<file path="src/hist_consts.svh">
// sizes are fixed at build time; bins and burst length must stay powers of two
`ifndef HIST_CONSTS_SVH
`define HIST_CONSTS_SVH

// pixel and color fields of the bin address
`define HIST_PIX_BITS   8
`define HIST_COLOR_BITS 2
`define HIST_ADDR_BITS  (`HIST_PIX_BITS + `HIST_COLOR_BITS)

`define HIST_BINS       (1 << `HIST_ADDR_BITS)  // all colors together
`define HIST_BURST_LEN  (1 << `HIST_PIX_BITS)   // one color per burst

`define HIST_COUNT_BITS 32  // no saturation, wraps after 2^32 hits
`define HIST_COORD_BITS 16  // window coordinates and sizes minus one

`endif
</file>
<file path="src/hist_pkg.sv">
// plain packed vectors only, all widths come from hist_consts.svh
`include "hist_consts.svh"

package hist_pkg;

    typedef logic [`HIST_PIX_BITS-1:0]   pix_t;       // one sensor pixel
    typedef logic [`HIST_COLOR_BITS-1:0] color_t;     // {line parity, pixel parity}

    // color in the upper bits, so each color owns one contiguous burst
    typedef logic [`HIST_ADDR_BITS-1:0]  bin_addr_t;  // {color, pixel}

    typedef logic [`HIST_COUNT_BITS-1:0] count_t;     // one bin
    typedef logic [`HIST_COORD_BITS-1:0] coord_t;     // coordinate or size minus one

endpackage

</file>
<file path="src/hist_readout.sv">
// no buffering; bins are cleared as read, so an unfinished readout loses nothing
`include "hist_consts.svh"

module hist_readout import hist_pkg::*; (
    input  logic      pclk,
    input  logic      hist_rst_pclk,
    input  logic      hist_done_i,
    input  logic      hist_grant_i,
    input  count_t    ram_data_i,
    output logic      ram_re_o,
    output bin_addr_t ram_addr_o,
    output logic      hist_rq_o,
    output count_t    hist_do_o,
    output logic      hist_dv_o,
    output logic      hist_xfer_done_o
);
    localparam bin_addr_t BURST_MASK = bin_addr_t'(`HIST_BURST_LEN - 1);
    localparam bin_addr_t LAST_BIN   = bin_addr_t'(`HIST_BINS - 1);

    logic      pend;       // histogram not fully read yet
    logic      re_d;
    bin_addr_t raddr;
    logic      accept;
    logic      burst_end;
    logic      last_bin;

    assign accept     = hist_grant_i && hist_rq_o;  // stray grants ignored
    assign burst_end  = ram_re_o && ((raddr & BURST_MASK) == BURST_MASK);
    assign last_bin   = burst_end && (raddr == LAST_BIN);
    assign ram_addr_o = raddr;

    always_ff @(posedge pclk) begin
        if (hist_rst_pclk) begin
            pend             <= 1'b0;
            hist_rq_o        <= 1'b0;
            ram_re_o         <= 1'b0;
            raddr            <= '0;
            re_d             <= 1'b0;
            hist_dv_o        <= 1'b0;
            hist_xfer_done_o <= 1'b0;
        end else begin
            if (hist_done_i) begin
                pend <= 1'b1;
            end else if (last_bin) begin
                pend <= 1'b0;
            end

            if (accept) begin
                hist_rq_o <= 1'b0;
            end else if (hist_done_i || (pend && !ram_re_o)) begin
                hist_rq_o <= 1'b1;  // first and each following burst
            end

            if (accept) begin
                ram_re_o <= 1'b1;
            end else if (burst_end) begin
                ram_re_o <= 1'b0;
            end

            if (ram_re_o) begin
                raddr <= raddr + 1'b1;  // wraps to 0 for the next frame
            end

            re_d             <= ram_re_o;  // RAM latency
            hist_dv_o        <= re_d;      // output register
            hist_xfer_done_o <= last_bin;
        end
    end

    always_ff @(posedge pclk) begin
        hist_do_o <= ram_data_i;
    end

endmodule

</file>
<file path="config.mk">
export PLATFORM = sky130hd
export DESIGN_NAME = hist_readout
export DESIGN_NICKNAME = d
export VERILOG_FILES = /design/src/hist_pkg.sv /design/src/hist_readout.sv
export VERILOG_INCLUDE_DIRS = /design/src /design/src/src
export SDC_FILE = /design/constraint.sdc
export NUM_CORES = 1
export LEC_CHECK = 0
export ABC_AREA = 1
export BUFFER_PORTS_ARGS = -buffer_cell sky130_fd_sc_hd__buf_2
export CORE_MARGIN = 1.5
export CORE_UTILIZATION = 44
export DETAILED_ROUTE_END_ITERATION = 10
export PLACE_DENSITY = 0.87
export SYNTH_ARGS = -nofsm -noshare
export SYNTH_HDL_FRONTEND = slang
export SYNTH_SLANG_ARGS = --single-unit
</file>
<file path="constraint.sdc">
create_clock -name pclk -period 2.81 [get_ports pclk]
set_clock_uncertainty 0.05 [all_clocks]
set_input_delay 0.281 -clock pclk [delete_from_list [all_inputs] [get_ports pclk]]
set_output_delay 0.281 -clock pclk [all_outputs]
set_load 0.01 [all_outputs]
</file>
# Yosys cells after proc, flatten, opt, wreduce, memory -nomap -nowiden
# Cells that the tools add are included.
dict set report word_totals {
  ff_bits 48
  input_bits 36
  output_inout_bits 46
  wordCells 24
}
dict set report classes {
  add_sub_neg 1
  n_eq_ne 2
  n_mux 4
  reduce_logical 9
}
# cell count
set ops {}
lappend ops {{adder 10 x 1 -> 10 bit (second input constant)} 1}
lappend ops {{== test 10 bit (second input constant)} 1}
lappend ops {{== test 8 bit (second input constant)} 1}
lappend ops {{logical AND 1 bit} 4}
lappend ops {{2-to-1 mux 1 bit} 4}
lappend ops {{nonzero test 2 bit} 2}
lappend ops {{OR reduction 2 bit} 1}
lappend ops {{zero test 1 bit} 1}
lappend ops {{logical OR 1 bit} 1}

# Logic depth before layout (Yosys ltp)
dict set report logic_depth {
  depth_word 5
  depth_mapped 7
  depth_no_buf 7
}

# Worst setup path before layout
# No wires, ideal clock.
dict set report synth_timing {
  path_kind {reg2reg}
  start {register raddr[0] (netlist: ram_addr_o[0])}
  end {register ram_re_o}
  setup_time_ns 0.114
  arrival_ns 1.123
  required_ns 2.646
  path_slack_ns 1.523
  path_stages_with_launch 7
  n_path_buf 0
  synth_period_minus_slack_ns 1.287
  path_cell_list {dfxtp_1 > ha_1 > nand3_1 > nor2_4 > nand2_1 > a21oi_1 > nor2_1}
}
dict set report synth_between {
  elab_chain_cells 3
}
# item line_no
set synth_rtl {}
lappend synth_rtl {{from (decl)} hist_readout.sv:22} ;# bin_addr_t raddr;
lappend synth_rtl {{from (signal assigned)} hist_readout.sv:61} ;# raddr <= raddr + 1'b1;
lappend synth_rtl {{== test 8 bit} hist_readout.sv:28} ;# assign burst_end = ram_re_o && ((raddr & BURST_MASK) == BURST_MASK);
lappend synth_rtl {{logical AND 1 bit} hist_readout.sv:28}
lappend synth_rtl {{nonzero test 2 bit (no line)} n/a}
lappend synth_rtl {{to (signal assigned)} hist_readout.sv:36} ;# ram_re_o <= 1'b0;
lappend synth_rtl {{to (signal assigned)} hist_readout.sv:55} ;# ram_re_o <= 1'b1;
lappend synth_rtl {{to (signal assigned)} hist_readout.sv:57} ;# ram_re_o <= 1'b0;
lappend synth_rtl {{to (decl)} hist_readout.sv:10} ;# output logic ram_re_o,
# Every way passes these cells.
# A chain may end at the register's enable or synchronous reset.

# Final worst setup path
# Same ends and word-level chain as after synthesis.

==> results by group <==
Clock tree
  • H-Tree Depth: 2
  • CTS tree: done
  • Post-CTS setup buffer count: 0
  • CTS clock-pin slew for the worst setup and hold paths: around 120 ps
  • CTS Sinks: 48
  • Root Driver: clkbuf_4
  • TritonCTS buffer count: 5
  • Clock buffer depth: 2
  • Clk Latency, worst-skew pair: about 340 ps

Critical path
  • Max Fanout on Critical Path: 5
  • Critical Path End Type: register
  • CP bufs+invs: 0
  • CP max-delay cell: dfxtp_1
  • Top cell family by delay on the critical path: flip-flops
  • Arr. time, crit path: about 1600 ps
  • Crit start category: register
  • CP Cell Sequence: ha_1 > nand3_1 > nor2_4 > nand2_1 > a21oi_1 > nor2_1
  • Worst path max stage delay: about 420 ps
  • Crit Path Class: reg -> reg
  • CP required: between 3000 and 4000 ps

Timing
  • Relative slew margins: approximately 82%
  • Setup total negative slack: 0 ps
  • Setup violators final: 0
  • Min Tclk post-route: 1361 ps
  • Fin Hold WS: between 100 and 150 ps
  • RSZ-0062 raised after global routing: false
  • Final period utilization: roughly 48%
  • Final Hold Fails: 0
  • Final setup margin: ~1400 ps
  • Max Freq: between 700 and 800 MHz
  • Fin. max-slew vios: 0
  • Slew @ Worst Pin: approximately 270 ps

Yosys
  • Mapped Cells: approximately 120
  • Ys Warns: 0
  • Distinct cell type count after synthesis: 16
  • Post-Syn Area: 1301 µm²
  • Syn_nets: between 150 and 200
  • Flops & latches, synth: between 40 and 50
  • Sequential area share after synthesis: about 74%
  • Syn avg cell area: 10.75 µm²

Power
  • NetSw: between 0.0002 and 0.0003 W
  • Worst vdd ir: about 0.60 mV
  • Sw Share: about 20%
  • Clk network pwr share: between 30 and 40%
  • Comb power frac: approximately a tenth
  • Internal power: 0.001056 W
  • Sequential power share: between 50% and 60%
  • Power density cells: 611.7 nW/µm²
  • P_leak: about 1.1 nW
  • Pwr Total: approximately 0.0013 W

Die
  • Die Wd: roughly 57 µm
  • Initial Utilization: 46.78%
  • Die Y: about 57 µm
  • Num rows: 19
  • Core ar.: about 2800 µm²
  • Die Area: 3292 µm²
  • I/O pins: just over 80

Cells and area
  • Layout area overhead: 66.25%
  • Diode count: 0
  • Layout cells sized above 1: 40.25%
  • Nets: 278
  • Final Core Density: ~80%

Place
  • Dpl ws: ~1500 ps
  • Gp weighted congestion: 0.8065
  • I/O Buffers: 81
  • HPWL after DPL: 2018 µm

Run status
  • Outcome: finished, final reports clean

Detailed routing
  • Total number of vias: 1227
  • Drt pass-1 iters: 4
  • Average wire per standard cell: ~14 µm
  • DRC violations left: 0
  • Routed WL: roughly 3700 µm
  • Antenna viol nets, final: 0
  • DR iter-0 viols: between 40 and 50
  • Vias per cell: around 4.5

GRT
  • Grt total ovfl: 0
  • Vias in the first global route: 1262
  • Pin count of the biggest net entering global routing: 15
  • First-pass GRT wire length: ~5800 µm
  • Tot GR Track Use: 23.83%
  • Antenna violations before repair: 0

Run
  • Max-cap check violation count: 0

Hold path
  • HP Class: in -> reg
==> layer usage <==
layer / track usage [%] / part of all wire, %
met2: 39.45 / 48
met4: 9.635 / 2.6
met3: 12.02 / 9.9
met1: 25.80 / 39
met5: 0 / 0
==> metrics by stage <==
stage	cell area [µm²]	instances
floorplan	1301	121
global placement	1745	233
detailed placement	1745	233
CTS	2163	272
global route	2163	272
finish	2163	272
==> sequential cells by signal, summed over array words and instances (netlist names) <==
register	count
ram_re_o	1
hist_xfer_done_o	1
re_d	1
ram_addr_o	10
pend	1
hist_dv_o	1
hist_rq_o	1
hist_do_o	32
==> cell families (layout without fill, tap and decap cells) <==
kind of cell / count (synthesis) / after routing / share of synthesized area, %
AO/OA/AOI/OAI: 10 / 10 / 4.423
adder cells (fa/ha/maj): 1 / 1 / 0.9614
buffers and inverters: 12 / 132 / 3.462
flip-flops: 48 / 48 / 73.85
AND/OR/NAND/NOR: 50 / 50 / 17.31
==> placed cells by master, fill, tap and decap left out <==
| cell | synthesis | layout |
|---|---|---|
| nand2_1 | 21 | 21 |
| nor2_1 | 18 | 18 |
| a211oi_1 | 1 | 1 |
| nand3_1 | 4 | 4 |
| nand4_1 | 1 | 1 |
| inv_1 | 10 | 10 |
| o21ai_0 | 2 | 2 |
| a21oi_1 | 4 | 4 |
| bufinv_16 | 0 | 2 |
| dfxtp_1 | 48 | 48 |
| a31oi_1 | 1 | 1 |
| inv_2 | 2 | 2 |
| o21ai_1 | 1 | 1 |
| nor2_4 | 3 | 3 |
| a21oi_2 | 1 | 1 |
| buf_2 | 0 | 81 |
| ha_1 | 1 | 1 |
| dlygate4sd3_1 | 0 | 32 |
| clkbuf_4 | 0 | 5 |
| nand2_2 | 3 | 3 |
==> final timing paths <==
| check | from | slack, ps | endpoint | cells past startpoint |
|---|---|---|---|---|
| worst max register to register | ram_addr_o[0] | 1450 | ram_re_o | 6 |
| worst min-delay path | hist_done_i | 120 | pend | 3 |
| worst min register to register | re_d | 370 | hist_dv_o | 2 |
| worst max-delay path | ram_addr_o[0] | 1450 | ram_re_o | 6 |
==> repair_timing <==
| action | CTS | global route |
|---|---|---|
| endpoints found under the hold margin | 32 | 0 |
| resized for setup | 0 | 0 |
| hold buffers | 32 | 0 |
==> power groups by stage <==
stage	registers, W	logic, W	clock network [W]
after CTS	0.000723	0.000121	0.000478
final	0.000725	0.000127	0.000471
after global routing	0.000729	0.000136	0.000513
after global placement	0.000737	0.0000846	0
after detailed placement	0.000739	0.0000873	0
after floorplan	0.000755	0.0000147	0
==> synth_stat cells <==
library cell | n | share of area [%]
nand4_1 | 1 | 0.48
a211oi_1 | 1 | 0.58
nand3_1 | 4 | 1.5
nor2_1 | 18 | 5.2
nor2_4 | 3 | 2.6
a21oi_1 | 4 | 1.5
a31oi_1 | 1 | 0.48
a21oi_2 | 1 | 0.67
ha_1 | 1 | 0.96
dfxtp_1 | 48 | 74
o21ai_0 | 2 | 0.77
inv_2 | 2 | 0.58
nand2_2 | 3 | 1.4
nand2_1 | 21 | 6.1
o21ai_1 | 1 | 0.38
inv_1 | 10 | 2.9
==> worst register-to-register path, cell delays in order (launching register included) <==
cell and delay, ps:
dfxtp_1 420, ha_1 220, nand3_1 130, nor2_4 140, nand2_1 100, a21oi_1 150
nor2_1 50
==> layout make-up <==
cell class                 instances  area [µm²]
clock buffer                       5       37.54
inverter                          12       45.04
clock inverter                     2       60.06
timing repair buffer             113       725.7
tap                               31       38.79
sequential                        48       960.9
fill                             186       618.1
multi-input combinational         61       295.3
No activity file was read; power rests on OpenSTA's default activity.
