### config.mk
export PLATFORM = sky130hd
export DESIGN_NAME = hist_accum
export DESIGN_NICKNAME = d
export VERILOG_FILES = /design/src/hist_pkg.sv /design/src/hist_accum.sv
export VERILOG_INCLUDE_DIRS = /design/src /design/src/src
export SDC_FILE = /design/constraint.sdc
export NUM_CORES = 1
export LEC_CHECK = 0
export BUFFER_PORTS_ARGS = -buffer_cell sky130_fd_sc_hd__buf_2
export CAP_MARGIN = 20
export CORE_ASPECT_RATIO = 1.25
export CORE_MARGIN = 4
export CORE_UTILIZATION = 50
export CTS_CLUSTER_DIAMETER = 100
export CTS_CLUSTER_SIZE = 30
export DETAILED_ROUTE_END_ITERATION = 10
export GPL_ROUTABILITY_DRIVEN = 0
export PLACE_DENSITY_LB_ADDON = 0.08
export SLEW_MARGIN = 20
export SYNTH_ARGS = -nofsm -noshare
export SYNTH_HDL_FRONTEND = slang
export SYNTH_SLANG_ARGS = --single-unit
### constraint.sdc
create_clock -name pclk -period 5.5 [get_ports pclk]
set_input_delay 0.275 -clock pclk [delete_from_list [all_inputs] [get_ports pclk]]
set_output_delay 0.275 -clock pclk [all_outputs]
set_load 0.005 [all_outputs]
### src/hist_consts.svh
// sizes are fixed at build time; bins and burst length must stay powers of two
`ifndef HIST_CONSTS_SVH
`define HIST_CONSTS_SVH

// pixel and color fields of the bin address
`define HIST_PIX_BITS   8
`define HIST_COLOR_BITS 2
`define HIST_ADDR_BITS  (`HIST_PIX_BITS + `HIST_COLOR_BITS)

`define HIST_BINS       (1 << `HIST_ADDR_BITS)  // all colors together
`define HIST_BURST_LEN  (1 << `HIST_PIX_BITS)   // one color per burst

`define HIST_COUNT_BITS 32  // no saturation, wraps after 2^32 hits
`define HIST_COORD_BITS 16  // window coordinates and sizes minus one

`endif
### src/hist_pkg.sv
// plain packed vectors only, all widths come from hist_consts.svh
`include "hist_consts.svh"

package hist_pkg;

    typedef logic [`HIST_PIX_BITS-1:0]   pix_t;       // one sensor pixel
    typedef logic [`HIST_COLOR_BITS-1:0] color_t;     // {line parity, pixel parity}

    // color in the upper bits, so each color owns one contiguous burst
    typedef logic [`HIST_ADDR_BITS-1:0]  bin_addr_t;  // {color, pixel}

    typedef logic [`HIST_COUNT_BITS-1:0] count_t;     // one bin
    typedef logic [`HIST_COORD_BITS-1:0] coord_t;     // coordinate or size minus one

endpackage

### src/hist_accum.sv
// one pixel per cycle at most; RAM port A must be read-first with 1 cycle latency
module hist_accum import hist_pkg::*; (
    input  logic      pclk,
    input  logic      hist_rst_pclk,
    input  logic      hor_woi_i,
    input  bin_addr_t pix_addr_i,
    input  count_t    rd_data_i,
    output bin_addr_t rd_addr_o,
    output logic      wr_en_o,
    output bin_addr_t wr_addr_o,
    output count_t    wr_data_o
);
    logic      v1;         // read issued
    logic      v2;         // RAM data arriving
    bin_addr_t a2;
    logic      wr_en_d;    // write from the previous cycle, missed by read-first
    bin_addr_t wr_addr_d;
    count_t    wr_data_d;
    count_t    base;

    // newest write wins, the RAM only holds writes older than two cycles
    always_comb begin
        if (wr_en_o && (wr_addr_o == a2)) begin
            base = wr_data_o;
        end else if (wr_en_d && (wr_addr_d == a2)) begin
            base = wr_data_d;
        end else begin
            base = rd_data_i;
        end
    end

    always_ff @(posedge pclk) begin
        if (hist_rst_pclk) begin
            v1      <= 1'b0;
            v2      <= 1'b0;
            wr_en_o <= 1'b0;
            wr_en_d <= 1'b0;
        end else begin
            v1      <= hor_woi_i;
            v2      <= v1;
            wr_en_o <= v2;
            wr_en_d <= wr_en_o;
        end
    end

    always_ff @(posedge pclk) begin
        rd_addr_o <= pix_addr_i;
        a2        <= rd_addr_o;
        wr_addr_o <= a2;
        wr_data_o <= base + 1'b1;
        wr_addr_d <= wr_addr_o;
        wr_data_d <= wr_data_o;
    end

    assert property (@(posedge pclk) disable iff (hist_rst_pclk)
                     hor_woi_i |-> ##3 wr_en_o)
        else $error("captured pixel not written 3 cycles later");

endmodule

Yosys cells after proc, flatten, opt, wreduce, memory -nomap -nowiden:

Index checks and enable logic that the tools add are counted.

* RAM bits: 0
* register bits after elaboration: 108
* output and inout port bits: 53
* bits in latches: 0
* word-level logic and storage cells: 17
* memories: 0
* bits in read-only memories: 0

* $add $sub $neg: 1
* multipliers: 0
* div/mod/pow operators: 0
* bitwise logic cells: 0
* reduce and logical (&&, ||, !) cells: 2
* equal/unequal tests: 2
* shifts and indexed selects: 0
* mux-type cells: 2
* magnitude comparators: 0

Operators by type and width (count)
* 32-bit two-way mux: 2
* 32-bit by 1-bit adder with 32-bit output (second input constant): 1
* 10-bit == test: 2
* 1-bit logical AND: 2

Depth between registers and ports, before layout:

Gate-level depths: netlist of run 1.

* depth after elaboration: 5
* gate-level depth with buffers: 17
* mapped depth without buffers: 13

Worst setup path after synthesis of run 1:

Ideal clock, no wire load.

* path kind: register to register
* start point: register a2[3]
* end point: register wr_data_o[16]
* path buffers: 3
* arrival: 3.379 ns
* setup time: 0.064 ns
* required time: 5.436 ns
* stages on the path, launching flop included: 17
* slack: 2.056 ns
* cells stage by stage: dfxtp_1 > xnor2_2 > nand4_1 > nor3_2 > clkbuf_1 > buf_1 > nand2_1 > o21ai_0 > ha_1 > o41ai_1 > a31oi_2 > o2111ai_2 > or3_1 > buf_6 > nor2_1 > mux2_1 > nor2_1

* longest elaborated chain between the ends: 5

RTL lines
* start: declaration: line hist_accum.sv:15 `bin_addr_t a2;`
* start signal: assignment: line hist_accum.sv:48 `a2 <= rd_addr_o;`
* 10-bit == test: line hist_accum.sv:25 `end else if (wr_en_d && (wr_addr_d == a2)) begin`
* 1-bit logical AND: line hist_accum.sv:25
* 32-bit two-way mux: line hist_accum.sv:25
* 32-bit two-way mux *: line hist_accum.sv:23 `if (wr_en_o && (wr_addr_o == a2)) begin`
* 32-bit by 1-bit adder with 32-bit output *: line hist_accum.sv:50 `wr_data_o <= base + 1'b1;`
* end signal: assignment: line hist_accum.sv:50
* end: declaration: line hist_accum.sv:11 `output count_t wr_data_o`

Every way passes the cells marked *; elsewhere a longest branch is shown, timed or not.
A chain may end at the register's enable or synchronous reset.

Final worst setup path of run 1:

* start point: register a2[4]
* end point: register wr_data_o[16]

The elaborated chain is that of the path after synthesis.

==> metrics.md, run 1 <==
| Metric | Value |
|---|---|
| Worst R2R Start | a2[4]$_DFF_P_ |
| Max-cap violations | 0 |
| CP Class | reg2reg |
| Final hold violation count | 0 |
| Vias/cell | 5.41 |
| PwrDens | 298 mW/mm^2 |
| Worst hold path stage count | 1 |
| Fillers | 727 |
| Layout cells sized above 1 | 0.279 |
| F_max | 0.269 GHz |
| Final setup TNS | 0 ns |
| Core Area | 0.00824 sq mm |
| Vias in the first global route | 3222 |
| Headroom to the max-slew limit | 0.526 |
| Multi-input logic area | 0.00198 sq mm |
| NetSw | 0.356 mW |
| Layout area overhead | 20.0% |
| Int Power | 1.16 mW |
| Post-synth EDFFs | 0 |
| Crit Path Max Fanout | 16 |
| Post-DP Area | 0.00478 sq mm |
| DR iter-0 viols | 118 |
| Dpl hpwl | 7220 um |
| Final period utilization | 0.675 |
| Area leader, netlist | dfxtp_1 |
| Syn_area_per_cell | 10.3 sq um |
| Critical Path Source Type | register |
| Post-synth cell types | 59 |
| Top-level I/O count | 98 |
| Flop2flop setup slack | 1.79 ns |
| Share of power burned in registers | 0.566 |
| Async S/R FF share, synth | 0 |
| Clk pwr share | 0.348 |
| P_leak | 2.11 nW |
| Largest net degree at the start of global routing | 47 |
| Final WL | 9800 um |
| Worst reg2reg endpoint | wr_data_o[16]$_DFF_P_ |
| Final nets | 560 |
| # clock sinks | 108 |
| Clk_skew | 0.0190 ns |
| Port Buffer Count | 97 |
| CTS root buf | clkbuf_8 |
| Fin. max-slew vios | 0 |
| Routed via count | 3331 |
| Register area share after synthesis | 0.510 |
| All-Layer GR Usage | 0.199 |
| Routed Antenna Nets | 0 |
| Final Core Density | 0.618 |
| Most common cell in the netlist | dfxtp_1 |
| Flops & latches, synth | 108 |
| Most frequent cells after synthesis | dfxtp_1, nand2_1, xnor2_1, nand3_1, nor2_1 |
| Worst reg2reg path depth | 13 |
| Drt pass-1 iters | 4 |
| DR DRC count | 0 |
| Tmin final | 3.71 ns |
| GRT overflow | 0 |
| Final setup violation count | 0 |
| Crit path capture type | register |
| CP required | 5.82 ns |
| Chip width | 90.4 um |
| Avg WL per Cell | 15.9 um |
| Clock Path Buffers | 2 |
| Slew @ Worst Pin | 0.709 ns |
| Design area | 0.00509 sq mm |
| Mapped Area | 0.00424 sq mm |
| Antenna diode count | 0 |
| Largest cells by area after synthesis | dfxtp_1, xnor2_1, nand2_1 |
| Synth top area share | 0.510 |
| Hold Path End | rd_addr_o[0]$_DFF_P_ |
| Hold Crit Start | pix_addr_i[0] |
| Die Y | 111 um |
| Initial core utilization | 0.515 |
| Status | finished, final reports clean |
| Maximum VDD drop | 0.213 mV |
| First-pass GRT wire length | 15900 um |
| Net Sw Frac | 0.234 |
| Initial antenna violation count | 0 |
| Clk_lat worst skew | 0.37 ns |
| Seq. cell area | 0.00216 sq mm |
| CTS clock-pin slew for the worst setup and hold paths | 0.10 ns |
| FP Rows | 37 |
| Cells after synthesis | 412 |
| Synthesis warning total | 0 |
| HP Class | in2reg |
| Crit path DAT | 4.03 ns |
| Worst setup margin | 1.79 ns |
| Main synth FF type | dfxtp_1 |
| H-tree levels | 3 |
| Total power | 1.52 mW |
| CTS tree | done |
| Comb pwr share | 0.087 |
| CTS buffer count | 9 |
| DP Worst Slack | 1.79 ns |
| DIE AREA | 0.0100 sq mm |
| RSZ-0062 raised after global routing | false |
| Syn nets | 458 |
==> layer usage <==
layer / share of wire / track usage
met1: 0.43 / 0.240
met2: 0.50 / 0.340
met4: 0.018 / 0.0674
met5: 0 / 0
met3: 0.061 / 0.0543
==> kinds of logic after synthesis <==
kind of cell | count (synthesis) | share of synthesized area
multiplexers | 18 | 0.0431
flip-flops | 108 | 0.510
adder cells (fa/ha/maj) | 1 | 0.00295
buffers and inverters | 21 | 0.0245
XOR/XNOR | 50 | 0.116
AND/OR/NAND/NOR | 148 | 0.194
AO/OA/AOI/OAI | 66 | 0.111
==> layout make-up <==
type,count,share of cell area
clock buffers,12,0.0285
flip-flops and latches,108,0.425
well taps,97,0.0238
multi-input cells,283,0.388
inverters,2,0.00147
clock inverters,4,0.0143
repair buffers,110,0.119
==> registers in the layout, summed over array words and instances, names as in the netlist <==
name and cells:
wr_data_d 32, wr_addr_o 10, wr_addr_d 10, wr_en_o 1, v2 1, rd_addr_o 10, v1 1, a2 10
wr_en_d 1, wr_data_o 32
==> critical path, cell delays in order (launching register included) <==
cell and delay [ns]:
dfxtp_1 0.34, xnor2_1 0.26, nand4_2 0.25, nor3_4 0.61
a211oi_1 0.25, nor2_1 0.19, ha_1 0.21, o41ai_1 0.10
a31oi_2 0.22, o2111ai_2 0.18, or3_1 0.49, nor2_1 0.15
mux2_1 0.33, nor2_1 0.09
==> what timing repair did <==
action / 4_1_cts / 5_1_grt
endpoints found under the hold margin: 8 / 1
hold buffers: 8 / 1
setup buffers: 0 / 0
gates resized for setup: 0 / 0
==> power groups by stage <==
| stage | registers, mW | clock network, mW | logic, mW |
|---|---|---|---|
| after global placement | 0.877 | 0 | 0.126 |
| final | 0.860 | 0.528 | 0.131 |
| after detailed placement | 0.878 | 0 | 0.127 |
| after CTS | 0.860 | 0.536 | 0.133 |
| after floorplan | 0.873 | 0 | 0.0710 |
| after global routing | 0.866 | 0.572 | 0.145 |
==> cells in the final DEF (no fill, tap or decap), drive strengths merged, types with 12 or more instances in the layout <==
| cell type | synthesis | final |
|---|---|---|
| dfxtp | 108 | 108 |
| buf | 10 | 101 |
| nand2 | 55 | 55 |
| xnor2 | 39 | 39 |
| nand3 | 23 | 23 |
| nor2 | 22 | 22 |
| o21ai | 19 | 19 |
| mux2i | 16 | 16 |
| a31oi | 13 | 13 |
| clkbuf | 9 | 12 |
| nand4 | 12 | 12 |
==> through the flow <==
stage                     hold WS [ns]  cells
final                           0.0189    616
after global routing           0.00323    616
after CTS                     0.000908    615
after detailed placement         0.330    591
after global placement           0.333    591
after floorplan                  0.303    412
==> worst max path at each step <==
stage	from	endpoint	slack, ns	cells after the start
floorplan	a2[3]$_DFF_P_	wr_data_o[16]$_DFF_P_	2.06	16
CTS	a2[4]$_DFF_P_	wr_data_o[16]$_DFF_P_	1.79	13
global placement	a2[0]$_DFF_P_	wr_data_o[16]$_DFF_P_	1.88	13
detailed placement	a2[0]$_DFF_P_	wr_data_o[16]$_DFF_P_	1.79	13
finish	a2[4]$_DFF_P_	wr_data_o[16]$_DFF_P_	1.79	13
global route	a2[4]$_DFF_P_	wr_data_o[16]$_DFF_P_	1.50	13
(Power assumes the default switching activity.)
==> run 2, diff against run 1 <==
clock period = 3.7 ns   (was 5.5 ns; I/O delays follow)
==> metrics.md, run 2 (synthesis results as in run 1) <==
| Metric | Value |
|---|---|
| H-tree levels | 3 (unchanged) |
| Initial antenna violation count | 0 (unchanged) |
| Final setup violation count | 0 (unchanged) |
| Post-DP Area | 0.00481 sq mm (+0.63%) |
| Critical Path Source Type | register |
| Routed via count | 3345 (+0.42%) |
| HP Class | in2reg |
| Fin. max-slew vios | 0 (unchanged) |
| Clk_skew | 0.0151 ns (-0.00396 ns) |
| Fillers | 727 (unchanged) |
| Core Area | 0.00824 sq mm (unchanged) |
| Die Y | 111 um (unchanged) |
| Clk_lat worst skew | 0.37 ns (about the same) |
| F_max | 0.301 GHz (+12%) |
| Setup bufs post-CTS | 0 (unchanged) |
| Layout area overhead | 21.1% |
| WHS | 0.0228 ns (+0.00396 ns) |
| DR DRC count | 0 (unchanged) |
| Multi-input logic area | 0.00198 sq mm (unchanged) |
| Final WL | 9870 um (+0.66%) |
| Routed Antenna Nets | 0 (unchanged) |
| RSZ-0062 raised after global routing | false |
| Slew @ Worst Pin | 0.488 ns (-0.222 ns) |
| Design area | 0.00514 sq mm (+0.93%) |
| Worst setup margin | 0.372 ns (-1.41 ns) |
| FP Rows | 37 (unchanged) |
| Total power | 2.24 mW (+47%) |
| Placed Cells | 595 (+0.68%) |
| CP required | 4.01 ns (-1.81 ns) |
| Vias/cell | 5.38 (-0.55%) |
| DP Worst Slack | 0.393 ns (-1.40 ns) |
| Crit path capture type | register |
| Most common cell after layout, fill and taps aside | dfxtp_1 |
| Avg WL per Cell | 15.9 um (-0.31%) |
| Seq. cell area | 0.00216 sq mm (unchanged) |
| DIE AREA | 0.0100 sq mm (unchanged) |
| Chip width | 90.4 um (unchanged) |
| Crit Path Max Fanout | 9 (-7) |
| CP Class | reg2reg |
| Crit path DAT | 3.64 ns (-0.39 ns) |
| First-pass GRT wire length | 16400 um (+3.0%) |
| Vias in the first global route | 3414 (+6.0%) |
| Port Buffer Count | 97 (unchanged) |
| Top-level I/O count | 98 (unchanged) |
| Initial core utilization | 0.515 (unchanged) |
| DR iter-0 viols | 132 (+12%) |
| CTS root buf | clkbuf_8 |
| Largest registers | wr_data_d x32, wr_data_o x32 |
| CTS clock-pin slew for the worst setup and hold paths | 0.11 ns (about the same) |
| # clock sinks | 108 (unchanged) |
| Drt pass-1 iters | 6 (+2) |
| Final period utilization | 0.899 (+0.224) |
| GRT overflow | 0 (unchanged) |
| Final hold violation count | 0 (unchanged) |
| Antenna diode count | 0 (unchanged) |
| Tmin final | 3.33 ns (-0.387 ns) |
| Clock Path Buffers | 2 (unchanged) |
| Max-cap violations | 0 (unchanged) |
| CTS tree | done |
| Headroom to the max-slew limit | 0.666 (+0.141) |
| Final setup TNS | 0 ns (unchanged) |
| Layout Cells excl Fill | 622 (+0.97%) |
| Layout cells sized above 1 | 0.288 (+0.00824) |
| Largest net degree at the start of global routing | 25 (-47%) |
| PwrDens | 435 mW/mm^2 (+46%) |
| All-Layer GR Usage | 0.203 (+0.00487) |
| P_leak | 2.14 nW (+1.2%) |
| Maximum VDD drop | 0.280 mV (+31%) |
| Status | finished, final reports clean |
| Most frequent cells in the layout | dfxtp_1, buf_2, nand2_1, xnor2_1 |
| Final Core Density | 0.624 (+0.00577) |
| Dpl hpwl | 7290 um (+0.98%) |
| CTS buffer count | 9 (unchanged) |
| Final nets | 566 (+1.1%) |
==> run 2: routing by layer <==
metal  GRT usage  share of wire
met3      0.0394          0.048
met4       0.103          0.026
met2       0.359           0.51
met1       0.232           0.42
met5           0              0
==> run 2: layout make-up <==
type	instances	share of cell area
clock buffers	9	0.0241
clock inverters	7	0.0178
inverters	2	0.00146
multi-input cells	283	0.385
flip-flops and latches	108	0.421
well taps	97	0.0236
repair buffers	116	0.128
==> run 2: final timing paths <==
check	start	endpoint	slack (ns)	cells past startpoint
worst min-delay path	hor_woi_i	v1$_SDFF_PP0_	0.02	2
worst max register to register	a2[7]$_DFF_P_	wr_data_o[16]$_DFF_P_	0.37	14
worst min register to register	rd_addr_o[9]$_DFF_P_	a2[9]$_DFF_P_	0.35	0
worst max-delay path	a2[7]$_DFF_P_	wr_data_o[16]$_DFF_P_	0.37	14
==> run 2: critical path, cell delays in order (launching register included) <==
cell	delay, ns
dfxtp_1	0.35
xnor2_1	0.23
nand3_1	0.25
nor3_2	0.23
buf_4	0.19
a211oi_1	0.09
nor2_1	0.17
ha_1	0.21
o41ai_1	0.10
a31oi_2	0.21
o2111ai_2	0.18
or3_1	0.48
nor2_1	0.15
mux2_1	0.34
nor2_1	0.10
==> run 2: report_power, final <==
group          total, mW  internal, mW  switching, mW
registers           1.28          1.23         0.0484
logic              0.198         0.102         0.0961
clock network      0.760         0.329          0.431
==> run 2: repair_timing <==
action,in CTS,in global routing
endpoints found under the hold margin,14,0
gates resized for setup,0,0
hold buffers,11,0
