[src/hist_consts.svh]
// sizes are fixed at build time; bins and burst length must stay powers of two
`ifndef HIST_CONSTS_SVH
`define HIST_CONSTS_SVH

// pixel and color fields of the bin address
`define HIST_PIX_BITS   8
`define HIST_COLOR_BITS 2
`define HIST_ADDR_BITS  (`HIST_PIX_BITS + `HIST_COLOR_BITS)

`define HIST_BINS       (1 << `HIST_ADDR_BITS)  // all colors together
`define HIST_BURST_LEN  (1 << `HIST_PIX_BITS)   // one color per burst

`define HIST_COUNT_BITS 32  // no saturation, wraps after 2^32 hits
`define HIST_COORD_BITS 16  // window coordinates and sizes minus one

`endif
[src/hist_pkg.sv]
// plain packed vectors only, all widths come from hist_consts.svh
`include "hist_consts.svh"

package hist_pkg;

    typedef logic [`HIST_PIX_BITS-1:0]   pix_t;       // one sensor pixel
    typedef logic [`HIST_COLOR_BITS-1:0] color_t;     // {line parity, pixel parity}

    // color in the upper bits, so each color owns one contiguous burst
    typedef logic [`HIST_ADDR_BITS-1:0]  bin_addr_t;  // {color, pixel}

    typedef logic [`HIST_COUNT_BITS-1:0] count_t;     // one bin
    typedef logic [`HIST_COORD_BITS-1:0] coord_t;     // coordinate or size minus one

endpackage

[src/hist_line_window.sv]
// window is clipped at line end; Bayer parities count sensor pixels, not window pixels
module hist_line_window import hist_pkg::*; (
    input  logic      pclk,
    input  logic      hist_rst_pclk,
    input  logic      sof_i,
    input  logic      hact_i,
    input  pix_t      pix_i,
    input  logic      set_window_i,
    input  coord_t    left_i,
    input  coord_t    width_m1_i,
    input  logic      vert_woi_i,
    input  logic      wait_readout_i,
    output logic      hor_woi_o,
    output bin_addr_t pix_addr_o
);
    coord_t left;
    coord_t width_m1;
    coord_t hcntr;        // left margin, then remaining window pixels
    logic   in_margin;
    logic   in_width;
    logic   hact_d;
    logic   line_par;
    logic   pix_par;
    logic   pix_in_win;
    color_t color;

    assign pix_in_win = (in_margin && (hcntr == '0)) || in_width;
    assign color      = {line_par, pix_par};

    always_ff @(posedge pclk) begin
        if (set_window_i) begin
            left     <= left_i;
            width_m1 <= width_m1_i;
        end
    end

    always_ff @(posedge pclk) begin
        if (hist_rst_pclk) begin
            hact_d    <= 1'b0;
            line_par  <= 1'b0;
            pix_par   <= 1'b0;
            in_margin <= 1'b0;
            in_width  <= 1'b0;
            hcntr     <= '0;
            hor_woi_o <= 1'b0;
        end else begin
            hact_d  <= hact_i;
            pix_par <= hact_i && !pix_par;  // restarts at 0 every line

            if (sof_i) begin
                line_par <= 1'b0;
            end else if (hact_d && !hact_i) begin
                line_par <= !line_par;
            end

            if (!hact_i) begin
                in_margin <= 1'b1;  // reload between lines
                in_width  <= 1'b0;
                hcntr     <= left;
            end else if (in_margin) begin
                if (hcntr == '0) begin
                    in_margin <= 1'b0;  // this pixel is the first in window
                    in_width  <= (width_m1 != '0);
                    hcntr     <= width_m1 - 1'b1;
                end else begin
                    hcntr <= hcntr - 1'b1;
                end
            end else if (in_width) begin
                if (hcntr == '0) begin
                    in_width <= 1'b0;
                end else begin
                    hcntr <= hcntr - 1'b1;
                end
            end

            hor_woi_o <= hact_i && pix_in_win && vert_woi_i && !wait_readout_i;
        end
    end

    always_ff @(posedge pclk) begin
        if (hact_i) begin
            pix_addr_o <= {color, pix_i};
        end
    end

endmodule

[config.mk]
export PLATFORM = sky130hd
export DESIGN_NAME = hist_line_window
export DESIGN_NICKNAME = d
export VERILOG_FILES = /design/src/hist_pkg.sv /design/src/hist_line_window.sv
export VERILOG_INCLUDE_DIRS = /design/src /design/src/src
export SDC_FILE = /design/constraint.sdc
export NUM_CORES = 1
export LEC_CHECK = 0
export ABC_AREA = 1
export ABC_CLOCK_PERIOD_IN_PS = 1600
export BUFFER_PORTS_ARGS = -buffer_cell sky130_fd_sc_hd__buf_4
export CAP_MARGIN = 20
export CORE_MARGIN = 2
export CORE_UTILIZATION = 40
export DETAILED_ROUTE_END_ITERATION = 16
export GPL_ROUTABILITY_DRIVEN = 0
export GPL_TIMING_DRIVEN = 0
export HOLD_SLACK_MARGIN = 0.02
export PLACE_DENSITY = 0.69
export SLEW_MARGIN = 20
export SYNTH_ARGS = -nofsm -noshare
export SYNTH_HDL_FRONTEND = slang
export SYNTH_SLANG_ARGS = --single-unit
[constraint.sdc]
create_clock -name pclk -period 1.6 [get_ports pclk]
set_input_delay 0.32 -clock pclk [delete_from_list [all_inputs] [get_ports pclk]]
set_output_delay 0.32 -clock pclk [all_outputs]
set_load 0.02 [all_outputs]
# ---- Yosys cells after proc, flatten, opt, wreduce, memory -nomap -nowiden
# Index checks and enable logic that the tools add are counted.
dict set report classes {
  mux 11
  n_reduce_logical 16
  eq_ne 3
  n_bitwise 1
  add_sub_neg 2
}
# cell count
set op_table {}
lappend op_table {{2-to-1 mux 16 bit} 5}
lappend op_table {{subtractor 16 x 1 -> 16 bit (second input constant)} 2}
lappend op_table {{logical NOT 16 bit} 1}
lappend op_table {{nonzero test 16 bit} 1}
lappend op_table {{logical AND 1 bit} 6}
lappend op_table {{2-to-1 mux 1 bit} 6}
lappend op_table {{logical NOT 1 bit} 4}
lappend op_table {{OR reduction 2 bit} 2}
lappend op_table {{inequality test 3 x 1 -> 1 bit (second input constant)} 1}
lappend op_table {{inequality test 3 bit (second input constant)} 1}
lappend op_table {{inequality test 2 x 1 -> 1 bit (second input constant)} 1}
lappend op_table {{AND reduction 2 bit} 1}
lappend op_table {{logical OR 1 bit} 1}
lappend op_table {{NOT 1 bit} 1}
dict set report totals {
  input_bits 47
  regBits 64
  elab_cells 43
  out_inout_bits 11
}

# ---- Logic depth before layout (Yosys ltp)
# Gate-level depths: netlist of the first run.
dict set report logic_depth {
  depth_word 6
  mapped_depth 12
  depth_no_buf 12
}

# ---- Least setup slack after synthesis of the first run
# OpenSTA, ideal clock, no wires.
dict set report synth_path {
  path_type {reg-to-reg}
  startpoint {register hcntr[0]}
  endpoint {register hcntr[14]}
  required_time_ns 1.483
  slack_ns 0.080
  t_arrival_ns 1.403
  period_less_slack_ns 1.520
  path_stages_with_launch 13
  path_buffers 1
  setup_time_ns 0.117
  cell_sequence {dfxtp_1 > inv_1 > ha_1 > nand2_2 > nor2_4 > nand3_4 > nor2_8 > buf_8 > nand3_2 > nand2_1 > nor2_1 > nor2_1 > nor2_1}
}
dict set report synth_between {
  elab_chain_len 5
  elab_cells_between_ends 9
  cone_classes {add/sub: 1; eq/ne: 1; mux: 5; reduce/logical: 2}
}
# item line_no
set synth_lines {}
lappend synth_lines {{start: declaration} hist_line_window.sv:18} ;# coord_t hcntr;
lappend synth_lines {{start signal: assignment} hist_line_window.sv:59} ;# hcntr <= left;
lappend synth_lines {{start signal: assignment} hist_line_window.sv:64} ;# hcntr <= width_m1 - 1'b1;
lappend synth_lines {{start signal: assignment} hist_line_window.sv:66} ;# hcntr <= hcntr - 1'b1;
lappend synth_lines {{subtractor 16 x 1 -> 16 bit} {hist_line_window.sv:66, hist_line_window.sv:72}}
lappend synth_lines {{2-to-1 mux 16 bit} hist_line_window.sv:69} ;# if (hcntr == '0) begin
lappend synth_lines {{2-to-1 mux 16 bit} hist_line_window.sv:68} ;# end else if (in_width) begin
lappend synth_lines {{2-to-1 mux 16 bit} hist_line_window.sv:60} ;# end else if (in_margin) begin
lappend synth_lines {{2-to-1 mux 16 bit} hist_line_window.sv:56} ;# if (!hact_i) begin
# Parallel ways exist; a longest one is shown, timed or not. The select of a mux whose other input is x is not followed.
# A chain may end at the register's enable or synchronous reset.

# ---- Final worst setup path of the first run
# Same ends and word-level chain as after synthesis.

==> run summary, run 1 <==
Outcome: finished with violations
Failing checks: negative setup slack
Unrepaired setup endpoints after global routing: true
Clock Power Share: 33.3%
Initial DRC count: 159
Worst Setup Start Kind: flip-flop
Global-route wire length before repair: 10,300 µm
Psw: 1.10 mW
CP Max Fanout: 5
Final Max Tran Viols: 0
Crit Path Class: flip-flop to flip-flop
Final setup margin: -0.0359 ns
Crit-path most repeated cell: nor2_1
WL per Instance: 13.1 µm
Post-Syn Instances: 325
FP Rows: 31
Static Leak: 1.62 nW
Worst EP arrival: 1.88 ns
Die area: 8300 µm²
Fin crit period: 1.64 ns
Crit path from: hcntr[0]
H-tree depth: 3
Dpl cell area: 3590 µm²
Reg2reg setup slack: -0.04 ns
Core Area: 7290 µm²
Clock Tree Buf Depth: 2
Final instance area: 3990 µm²
Gr usage total: 16.1%
Family with the most delay on the worst path: simple AND/OR/NAND/NOR gates
Crit path buffers/inverters: 2
CTS sink count: 64
Worst vdd ir: 0.659 mV
Remaining antenna violation count: 0
DRT Wirelength: 6620 µm
Reg-to-Reg Start: hcntr[0]
Final HPWL DP: 4600 µm
Boundary pin count: 58
Total CTS buffers: 9
Pre-antenna DRT Iters: 4
Net Sw Frac: 26.7%
Syn-to-layout area delta: 31.5%
Worst setup path endpoint: hcntr[14]
Largest net degree at the start of global routing: 33
Layout cells sized above 1: 33.2%
EDFF count, synth: 42
Min-delay worst type: primary input to flip-flop
Crit-path cells: inv_2, ha_4, nand2_4, nor2_4, nand3_4, nor2_8, buf_8, nand3_2, nand2_1, nor2_1, nor2_1, nor2_1
Fin Hold WS: 0.128 ns
Vias in the first global route: 2,345
FF+latch count, synth: 64
Die width: 91.1 µm
Yosys warns: 0
CP peak stage delay: 0.32 ns
Mapped Avg Cell Area: 9.34 µm²
Critical path capture point type: flip-flop
Vias per cell: 4.91
Layout Skew: 0.00744 ns
Final nets: 451
Fin. Hold Viols: 0
Tcrit/Tclk final: 102%
Clk root buf: clkbuf_8
Seq pwr share: 48.8%
CTS tree: done
Die height: 91.1 µm
Ys flop type: edfxtp_1
Area of the mapped netlist: 3030 µm²
Grt ovf: 0
Req. time, crit path: 1.84 ns
CP Depth: 12
Reg2Reg Depth: 12
Logic pwr share: 17.9%
Ys async rst share: 0%
PD cells: 1040 nW/µm²
Initial Util: 41.6%
DR vias: 2,483
Clock Latency Late Sink: 0.35 ns
Synth unique cells: 30
Worst r2r dst: hcntr[14]
P_int: 3.03 mW
Worst Tran Pin Value: 0.423 ns
Antenna violations before repair: 0
Clock slew at reported path FFs: 0.06 ns
Register area share after synthesis: 56.1%
Buffers on Ports: 57
DRC: 0
Max cap viols: 0
# diodes: 0
Final setup violating endpoints: 2
Slew headroom: 71.8%
Syn nets: 374
Peak Freq: 611 MHz
CP max stage cell: dfxtp_2
-- metal layers --
layer | vias to the layer above | part of all wire [%] | routed length [µm] | track usage [%]
met1 | 1153 | 43 | 2860 | 19.6
met5 | - | 0 | 0 | 0
li1 | 1242 | - | - | -
met4 | 0 | 2.8 | 185 | 11.9
met3 | 19 | 5.4 | 360 | 3.73
met2 | 69 | 49 | 3210 | 24.9
-- worst min-delay path by stage --
stage	slack (ns)	to	start	depth (start not counted)
after detailed placement	0.41	pix_par	pix_par	1
after floorplan	0.39	pix_par	pix_par	1
after CTS	0.12	line_par	sof_i	2
final	0.13	line_par	sof_i	2
after global routing	0.13	line_par	sof_i	2
after global placement	0.40	pix_par	pix_par	1
-- through the flow --
| stage | setup WS (ns) | util, % | instances | TNS (ns) | total power, mW |
|---|---|---|---|---|---|
| after floorplan | 0.0804 | - | 325 | 0 | 2.45 |
| after global placement | -0.165 | 49.2 | 481 | -1.35 | 2.67 |
| after detailed placement | -0.151 | 49.2 | 481 | -1.74 | 2.69 |
| after CTS | 0.00553 | 52.2 | 497 | 0 | 4.08 |
| after global routing | -0.0845 | 54.7 | 506 | -0.755 | 4.33 |
| final | -0.0359 | 54.7 | 506 | -0.0549 | 4.14 |
-- state kept, by name, summed over array words and instances, names as in the netlist --
| name | cells |
|---|---|
| hor_woi_o | 1 |
| in_margin | 1 |
| width_m1 | 16 |
| left | 16 |
| line_par | 1 |
| hact_d | 1 |
| pix_par | 1 |
| pix_addr_o | 10 |
| hcntr | 16 |
| in_width | 1 |
-- area by class of cell --
cell class,count,area [µm²]
Tap cell,99,124
Multi-Input combinational cell,227,1290
Buffer,9,67.6
Timing Repair Buffer,66,510
Inverter,25,93.8
Clock buffer,12,155
Fill cell,680,3300
Clock inverter,4,42.5
Sequential cell,64,1710
-- cells in the mapped netlist (2+ instances only) --
cell	instances	area share (%)
nand2_1	63	7.8
xor2_1	11	3.2
o21ai_0	19	3.1
nor2_4	4	1.5
ha_1	2	0.82
edfxtp_1	42	42
nand3_1	28	4.6
dfxtp_1	22	15
o21ai_1	3	0.49
nor2_2	4	0.82
inv_1	23	2.8
nor2_1	39	4.8
inv_2	2	0.25
xnor2_1	7	2.0
nand2_2	4	0.82
o211ai_1	2	0.49
buf_2	3	0.49
nor3_1	2	0.33
clkbuf_1	2	0.25
or2_2	2	0.41
a21oi_1	31	5.1
buf_6	2	0.74
-- power by group through the flow --
stage               logic [mW]  registers (mW)  clock network [mW]
global route             0.824            2.03                1.47
floorplan                0.418            2.03                   0
finish                   0.741            2.02                1.38
detailed placement       0.656            2.03                   0
global placement         0.643            2.03                   0
CTS                      0.670            2.00                1.41
-- layout by cell type (no fill, tap or decap), types with 3 or more instances in the layout --
cell type,Yosys,layout
buf_4,1,65
nand2_1,63,58
edfxtp_1,42,42
nor2_1,39,33
a21oi_1,31,30
nand3_1,28,22
inv_1,23,18
dfxtp_1,22,17
o21ai_0,19,12
xor2_1,11,11
clkbuf_8,0,11
o21ai_1,3,10
nor2_4,4,8
inv_2,2,7
nand2_2,4,7
nand3_2,1,7
xnor2_1,7,7
nor2_2,4,6
dfxtp_2,0,5
buf_2,3,4
clkbuf_1,2,3
-- repair_timing --
item | in CTS | in global routing
endpoints found under the hold margin | 0 | 0
gates cloned | 0 | 2
gates resized for setup | 7 | 38
endpoints found under the setup margin | 17 | 15
pin swaps | 2 | 14
hold buffers | 0 | 0
setup buffers | 0 | 7
-- kinds of logic after synthesis --
group	share of synthesized area, %
fa+ha+maj	0.825
buf+inv	5.32
simple gates	23.3
compound gates	9.24
xor+xnor	5.20
flops	56.1
No activity file was read; power rests on OpenSTA's default activity.
==> run 2: changes to the inputs <==
--- a/config.mk
+++ b/config.mk
@@ -21,3 +21,4 @@
 export SYNTH_ARGS = -nofsm -noshare
 export SYNTH_HDL_FRONTEND = slang
 export SYNTH_SLANG_ARGS = --single-unit
+export TNS_END_PERCENT = 10
==> run 2 against run 1 <==
Effect of this change:
- the run still ends with negative setup slack left
- critical endpoint unchanged
- total power fell by 0.54%
- clock-buffer cell count did not move
- largest cell class unchanged
- sequential power barely moved
- flip-flop and latch count did not move
==> run summary, run 2 (synthesis gave the netlist of run 1 again) <==
Outcome: finished with violations
Failing checks: negative setup slack
Gr usage total: 16.1%
Slew headroom: 71.9%
FP Rows: 31
DRT Wirelength: 6520 µm
Min-delay worst type: primary input to flip-flop
Buffers on Ports: 57
Final HPWL DP: 4600 µm
Largest net degree at the start of global routing: 33
Worst Setup Start Kind: flip-flop
Initial DRC count: 113
PD cells: 1040 nW/µm²
Final Power: 4.11 mW
Static Leak: 1.60 nW
Remaining antenna violation count: 0
Final setup violating endpoints: 3
DR vias: 2,495
Unrepaired setup endpoints after global routing: true
WL per Instance: 12.9 µm
Fin crit period: 1.64 ns
CP Max Fanout: 5
Vias in the first global route: 2,345
Clock slew at reported path FFs: 0.06 ns
Final setup margin: -0.0422 ns
H-tree depth: 3
Crit-path most repeated cell: nor2_1
Antenna violations before repair: 0
Clock Tree Buf Depth: 2
Clock Latency Late Sink: 0.35 ns
Crit Path Class: flip-flop to flip-flop
Commonest non-fill, non-tap cell in the layout: buf_4
Top Registers: hcntr (16), left (16), width_m1 (16)
DRC: 0
Layout Skew: 0.00670 ns
CP max stage cell: dfxtp_2
Final Max Tran Viols: 0
CTS tree: done
Worst EP arrival: 1.88 ns
Syn-to-layout area delta: 30.1%
Layout cells sized above 1: 31.4%
Fin. Hold Viols: 0
Critical path capture point type: flip-flop
Req. time, crit path: 1.84 ns
Die width: 91.1 µm
Final instance area: 3950 µm²
Pre-antenna DRT Iters: 4
Cts hold-fix bufs: 0
Die area: 8300 µm²
Grt ovf: 0
Met2 GRT Util: 24.9%
Die height: 91.1 µm
Fin Hold WS: 0.129 ns
Initial Util: 41.6%
Worst Tran Pin Value: 0.422 ns
Most frequent cells in the layout: 63 x buf_4, 60 x nand2_1, 42 x edfxtp_1, 33 x nor2_1, 30 x a21oi_1
Boundary pin count: 58
Total CTS buffers: 9
Worst vdd ir: 0.652 mV
Post-Place Worst Slack: -0.151 ns
Global-route wire length before repair: 10,300 µm
GRT met1 Usage: 19.6%
Core Area: 7290 µm²
Crit-path cells: inv_2, ha_4, nand2_4, nor2_4, nand3_4, nor2_8, buf_8, nand3_2, nand2_1, nor2_1, nor2_1, nor2_1
Vias per cell: 4.95
Tcrit/Tclk final: 103%
CTS sink count: 64
GRT busiest layer: met2
Met3 Usage GRT: 3.73%
Clk root buf: clkbuf_8
Dpl cell area: 3590 µm²
Max cap viols: 0
Peak Freq: 609 MHz
CP peak stage delay: 0.32 ns
Final nets: 449
# diodes: 0
## run 2: cell type report
type	count	area, µm²
Buffer	9	67.6
Inverter	25	93.8
Clock inverter	4	42.5
Clock buffer	12	155
Fill cell	683	3340
Timing Repair Buffer	64	495
Tap cell	99	124
Multi-Input combinational cell	227	1260
Sequential cell	64	1710
## run 2: worst max-delay path, delay by kind of cell (launching register included)
kind | cells | cell delay [ns]
fa+ha+maj | 1 | 0.17
simple gates | 9 | 0.82
buf+inv | 2 | 0.21
flops | 1 | 0.32
## run 2: repair_timing
action,CTS,global route
pin swaps,2,13
buffers inserted,0,5
setup endpoints to repair,17,15
gates resized for setup,7,31
cloned,0,2
## run 2: power breakdown
| part | internal, mW | switching, mW |
|---|---|---|
| logic | 0.324 | 0.404 |
| clock network | 0.791 | 0.581 |
| registers | 1.91 | 0.105 |
| total | 3.02 | 1.09 |
## run 2: routing by layer
layer | vias up | wire length [µm]
met3 | 22 | 370
met5 | - | 0
met4 | 0 | 247
met2 | 91 | 3110
met1 | 1143 | 2790
li1 | 1239 | -
## run 2: path summary, 6_finish.rpt
path | slack (ns) | from | depth (start not counted) | end
worst min-delay path | 0.13 | sof_i | 2 | line_par
worst max register to register | -0.04 | hcntr[0] | 12 | hcntr[14]
worst max-delay path | -0.04 | hcntr[0] | 12 | hcntr[14]
worst min register to register | 0.42 | pix_par | 1 | pix_par
## run 2: stage by stage
| stage | TNS, ns | util [%] | cells |
|---|---|---|---|
| after global placement | -1.35 | 49.2 | 481 |
| after detailed placement | -1.74 | 49.2 | 481 |
| after floorplan | 0 | - | 325 |
| final | -0.0789 | 54.1 | 504 |
| after CTS | 0 | 52.2 | 497 |
| after global routing | -0.847 | 54.1 | 504 |
==> run 3: changes to the inputs <==
--- a/config.mk
+++ b/config.mk
@@ -11,12 +11,12 @@
 export BUFFER_PORTS_ARGS = -buffer_cell sky130_fd_sc_hd__buf_4
 export CAP_MARGIN = 20
 export CORE_MARGIN = 2
-export CORE_UTILIZATION = 40
+export CORE_UTILIZATION = 50
 export DETAILED_ROUTE_END_ITERATION = 16
 export GPL_ROUTABILITY_DRIVEN = 0
 export GPL_TIMING_DRIVEN = 0
 export HOLD_SLACK_MARGIN = 0.02
-export PLACE_DENSITY = 0.69
+export PLACE_DENSITY = 0.82
 export SLEW_MARGIN = 20
 export SYNTH_ARGS = -nofsm -noshare
 export SYNTH_HDL_FRONTEND = slang
==> run 3 against run 2 <==
Effect of this change:
- sequential power is essentially flat
- highest routed layer unchanged
- die area decreased by 19%
- cell count is 5.6% lower
- routed wire length fell by 1.7%
- global-route usage rose by 4.7 points
- critical path type unchanged
- first-iteration DRC count grew 35%
- largest cell class unchanged
- non-clock buffer count down 4
- design area fell by 1.9%
- critical endpoint is now hcntr[11]
- largest power group unchanged
- clock power rose by 20%
- the run now ends clean
- clock-buffer cell count is 2 lower
- combinational power down 3.4%
- clock skew increased by 0.0035 ns
==> run summary, run 3 (synthesis gave the netlist of run 1 again) <==
Outcome: complete, no violations
DR vias: 2,450
Dpl cell area: 3560 µm²
Worst EP arrival: 1.78 ns
Crit-path cells: nor2_2, nand2_2, nor2_4, buf_4, nand2_1, xor2_1, nand2_1, nand3_1, a21oi_1
Min-delay worst type: primary input to flip-flop
Syn-to-layout area delta: 27.6%
Top Registers: hcntr (16), left (16), width_m1 (16)
Total CTS buffers: 9
Reg2reg setup slack: 0.06 ns
Final instance area: 3870 µm²
CTS sink count: 64
Crit path buffers/inverters: 1
Pre-antenna DRT Iters: 4
Most frequent cells in the layout: 61 x nand2_1, 61 x buf_4, 42 x edfxtp_1, 36 x nor2_1, 31 x a21oi_1
Fin. Hold Viols: 0
Clock Latency Late Sink: 0.35 ns
Fin crit period: 1.54 ns
Gr usage total: 20.8%
Tcrit/Tclk final: 96.5%
H-tree depth: 3
Clock slew at reported path FFs: 0.07 ns
Grt ovf: 0
Buffers on Ports: 57
WL per Instance: 13.5 µm
Max cap viols: 0
Clock Tree Buf Depth: 2
Largest net degree at the start of global routing: 33
Final Core Density: 65.8%
Final Power: 4.35 mW
Worst Tran Pin Value: 0.486 ns
Core Area: 5890 µm²
CP max stage cell: edfxtp_1
Initial Util: 51.6%
Worst Setup Start Kind: flip-flop
Post-Place Worst Slack: -0.192 ns
Vias per cell: 5.15
CP peak stage delay: 0.43 ns
Antenna violations before repair: 0
Die area: 6710 µm²
Final setup margin: 0.0563 ns
Crit-path most repeated cell: nand2_1
Family with the most delay on the worst path: simple AND/OR/NAND/NOR gates
Cts hold-fix bufs: 0
Remaining antenna violation count: 0
Worst vdd ir: 0.788 mV
Static Leak: 1.59 nW
Boundary pin count: 58
Clk root buf: clkbuf_8
Req. time, crit path: 1.84 ns
Final HPWL DP: 4560 µm
Final Max Tran Viols: 0
CP Max Fanout: 5
Layout Skew: 0.0102 ns
Global-route wire length before repair: 10,100 µm
DRC: 0
Final nets: 445
Peak Freq: 648 MHz
Fin Hold WS: 0.133 ns
DRT Wirelength: 6410 µm
Die width: 81.9 µm
Layout cells sized above 1: 28.2%
CTS tree: done
Final setup violating endpoints: 0
Initial DRC count: 152
FP Rows: 28
Vias in the first global route: 2,279
Unrepaired setup endpoints after global routing: true
PD cells: 1120 nW/µm²
Slew headroom: 67.6%
Die height: 81.9 µm
# diodes: 0
Fillers: 463
Crit Path Class: flip-flop to flip-flop
Critical path capture point type: flip-flop
-- run 3: final timing paths --
| kind | start | to | depth (start not counted) |
|---|---|---|---|
| min reg2reg | pix_par | pix_par | 1 |
| max reg2reg | width_m1[2] | hcntr[11] | 9 |
| min | sof_i | line_par | 2 |
| max | width_m1[2] | hcntr[11] | 9 |
-- run 3: final cells by class --
class / count / area, µm² / area share, %
Buffer: 9 / 67.6 / 1.75
Clock buffer: 10 / 128 / 3.30
Clock inverter: 6 / 108 / 2.78
Inverter: 25 / 96.3 / 2.49
Multi-Input combinational cell: 227 / 1220 / 31.6
Sequential cell: 64 / 1700 / 44.0
Tap cell: 75 / 93.8 / 2.42
Timing Repair Buffer: 60 / 450 / 11.6
-- run 3: repair_timing --
| item | in CTS | in global routing |
|---|---|---|
| setup endpoints to repair | 16 | 16 |
| buffers inserted | 0 | 3 |
| cloned | 0 | 0 |
| gates resized for setup | 8 | 14 |
| pin swaps | 4 | 4 |
-- run 3: metal layers --
metal | wire (µm) | vias up | share of wire [%] | track usage, %
met4 | 205 | 0 | 3.2 | 10.8
li1 | - | 1230 | - | -
met1 | 2670 | 1122 | 42 | 23.7
met3 | 412 | 18 | 6.4 | 7.03
met2 | 3120 | 80 | 49 | 34.6
met5 | 0 | - | 0 | 0
-- run 3: power by group --
group	switching [mW]	internal, mW
Sequential	0.0967	1.91
Clock	0.616	1.03
Combinational	0.397	0.306
-- run 3: metrics by stage --
step                      cells  TNS [ns]
after floorplan             325         0
after global placement      457     -1.17
after detailed placement    457     -1.84
after CTS                   473   -0.0222
after global routing        476    -0.411
final                       476         0
-- run 3: worst reg2reg max path, stage by stage (launching register included) --
cell	delay [ns]
edfxtp_1	0.43
nor2_2	0.17
nand2_2	0.10
nor2_4	0.13
buf_4	0.14
nand2_1	0.07
xor2_1	0.16
nand2_1	0.09
nand3_1	0.09
a21oi_1	0.06
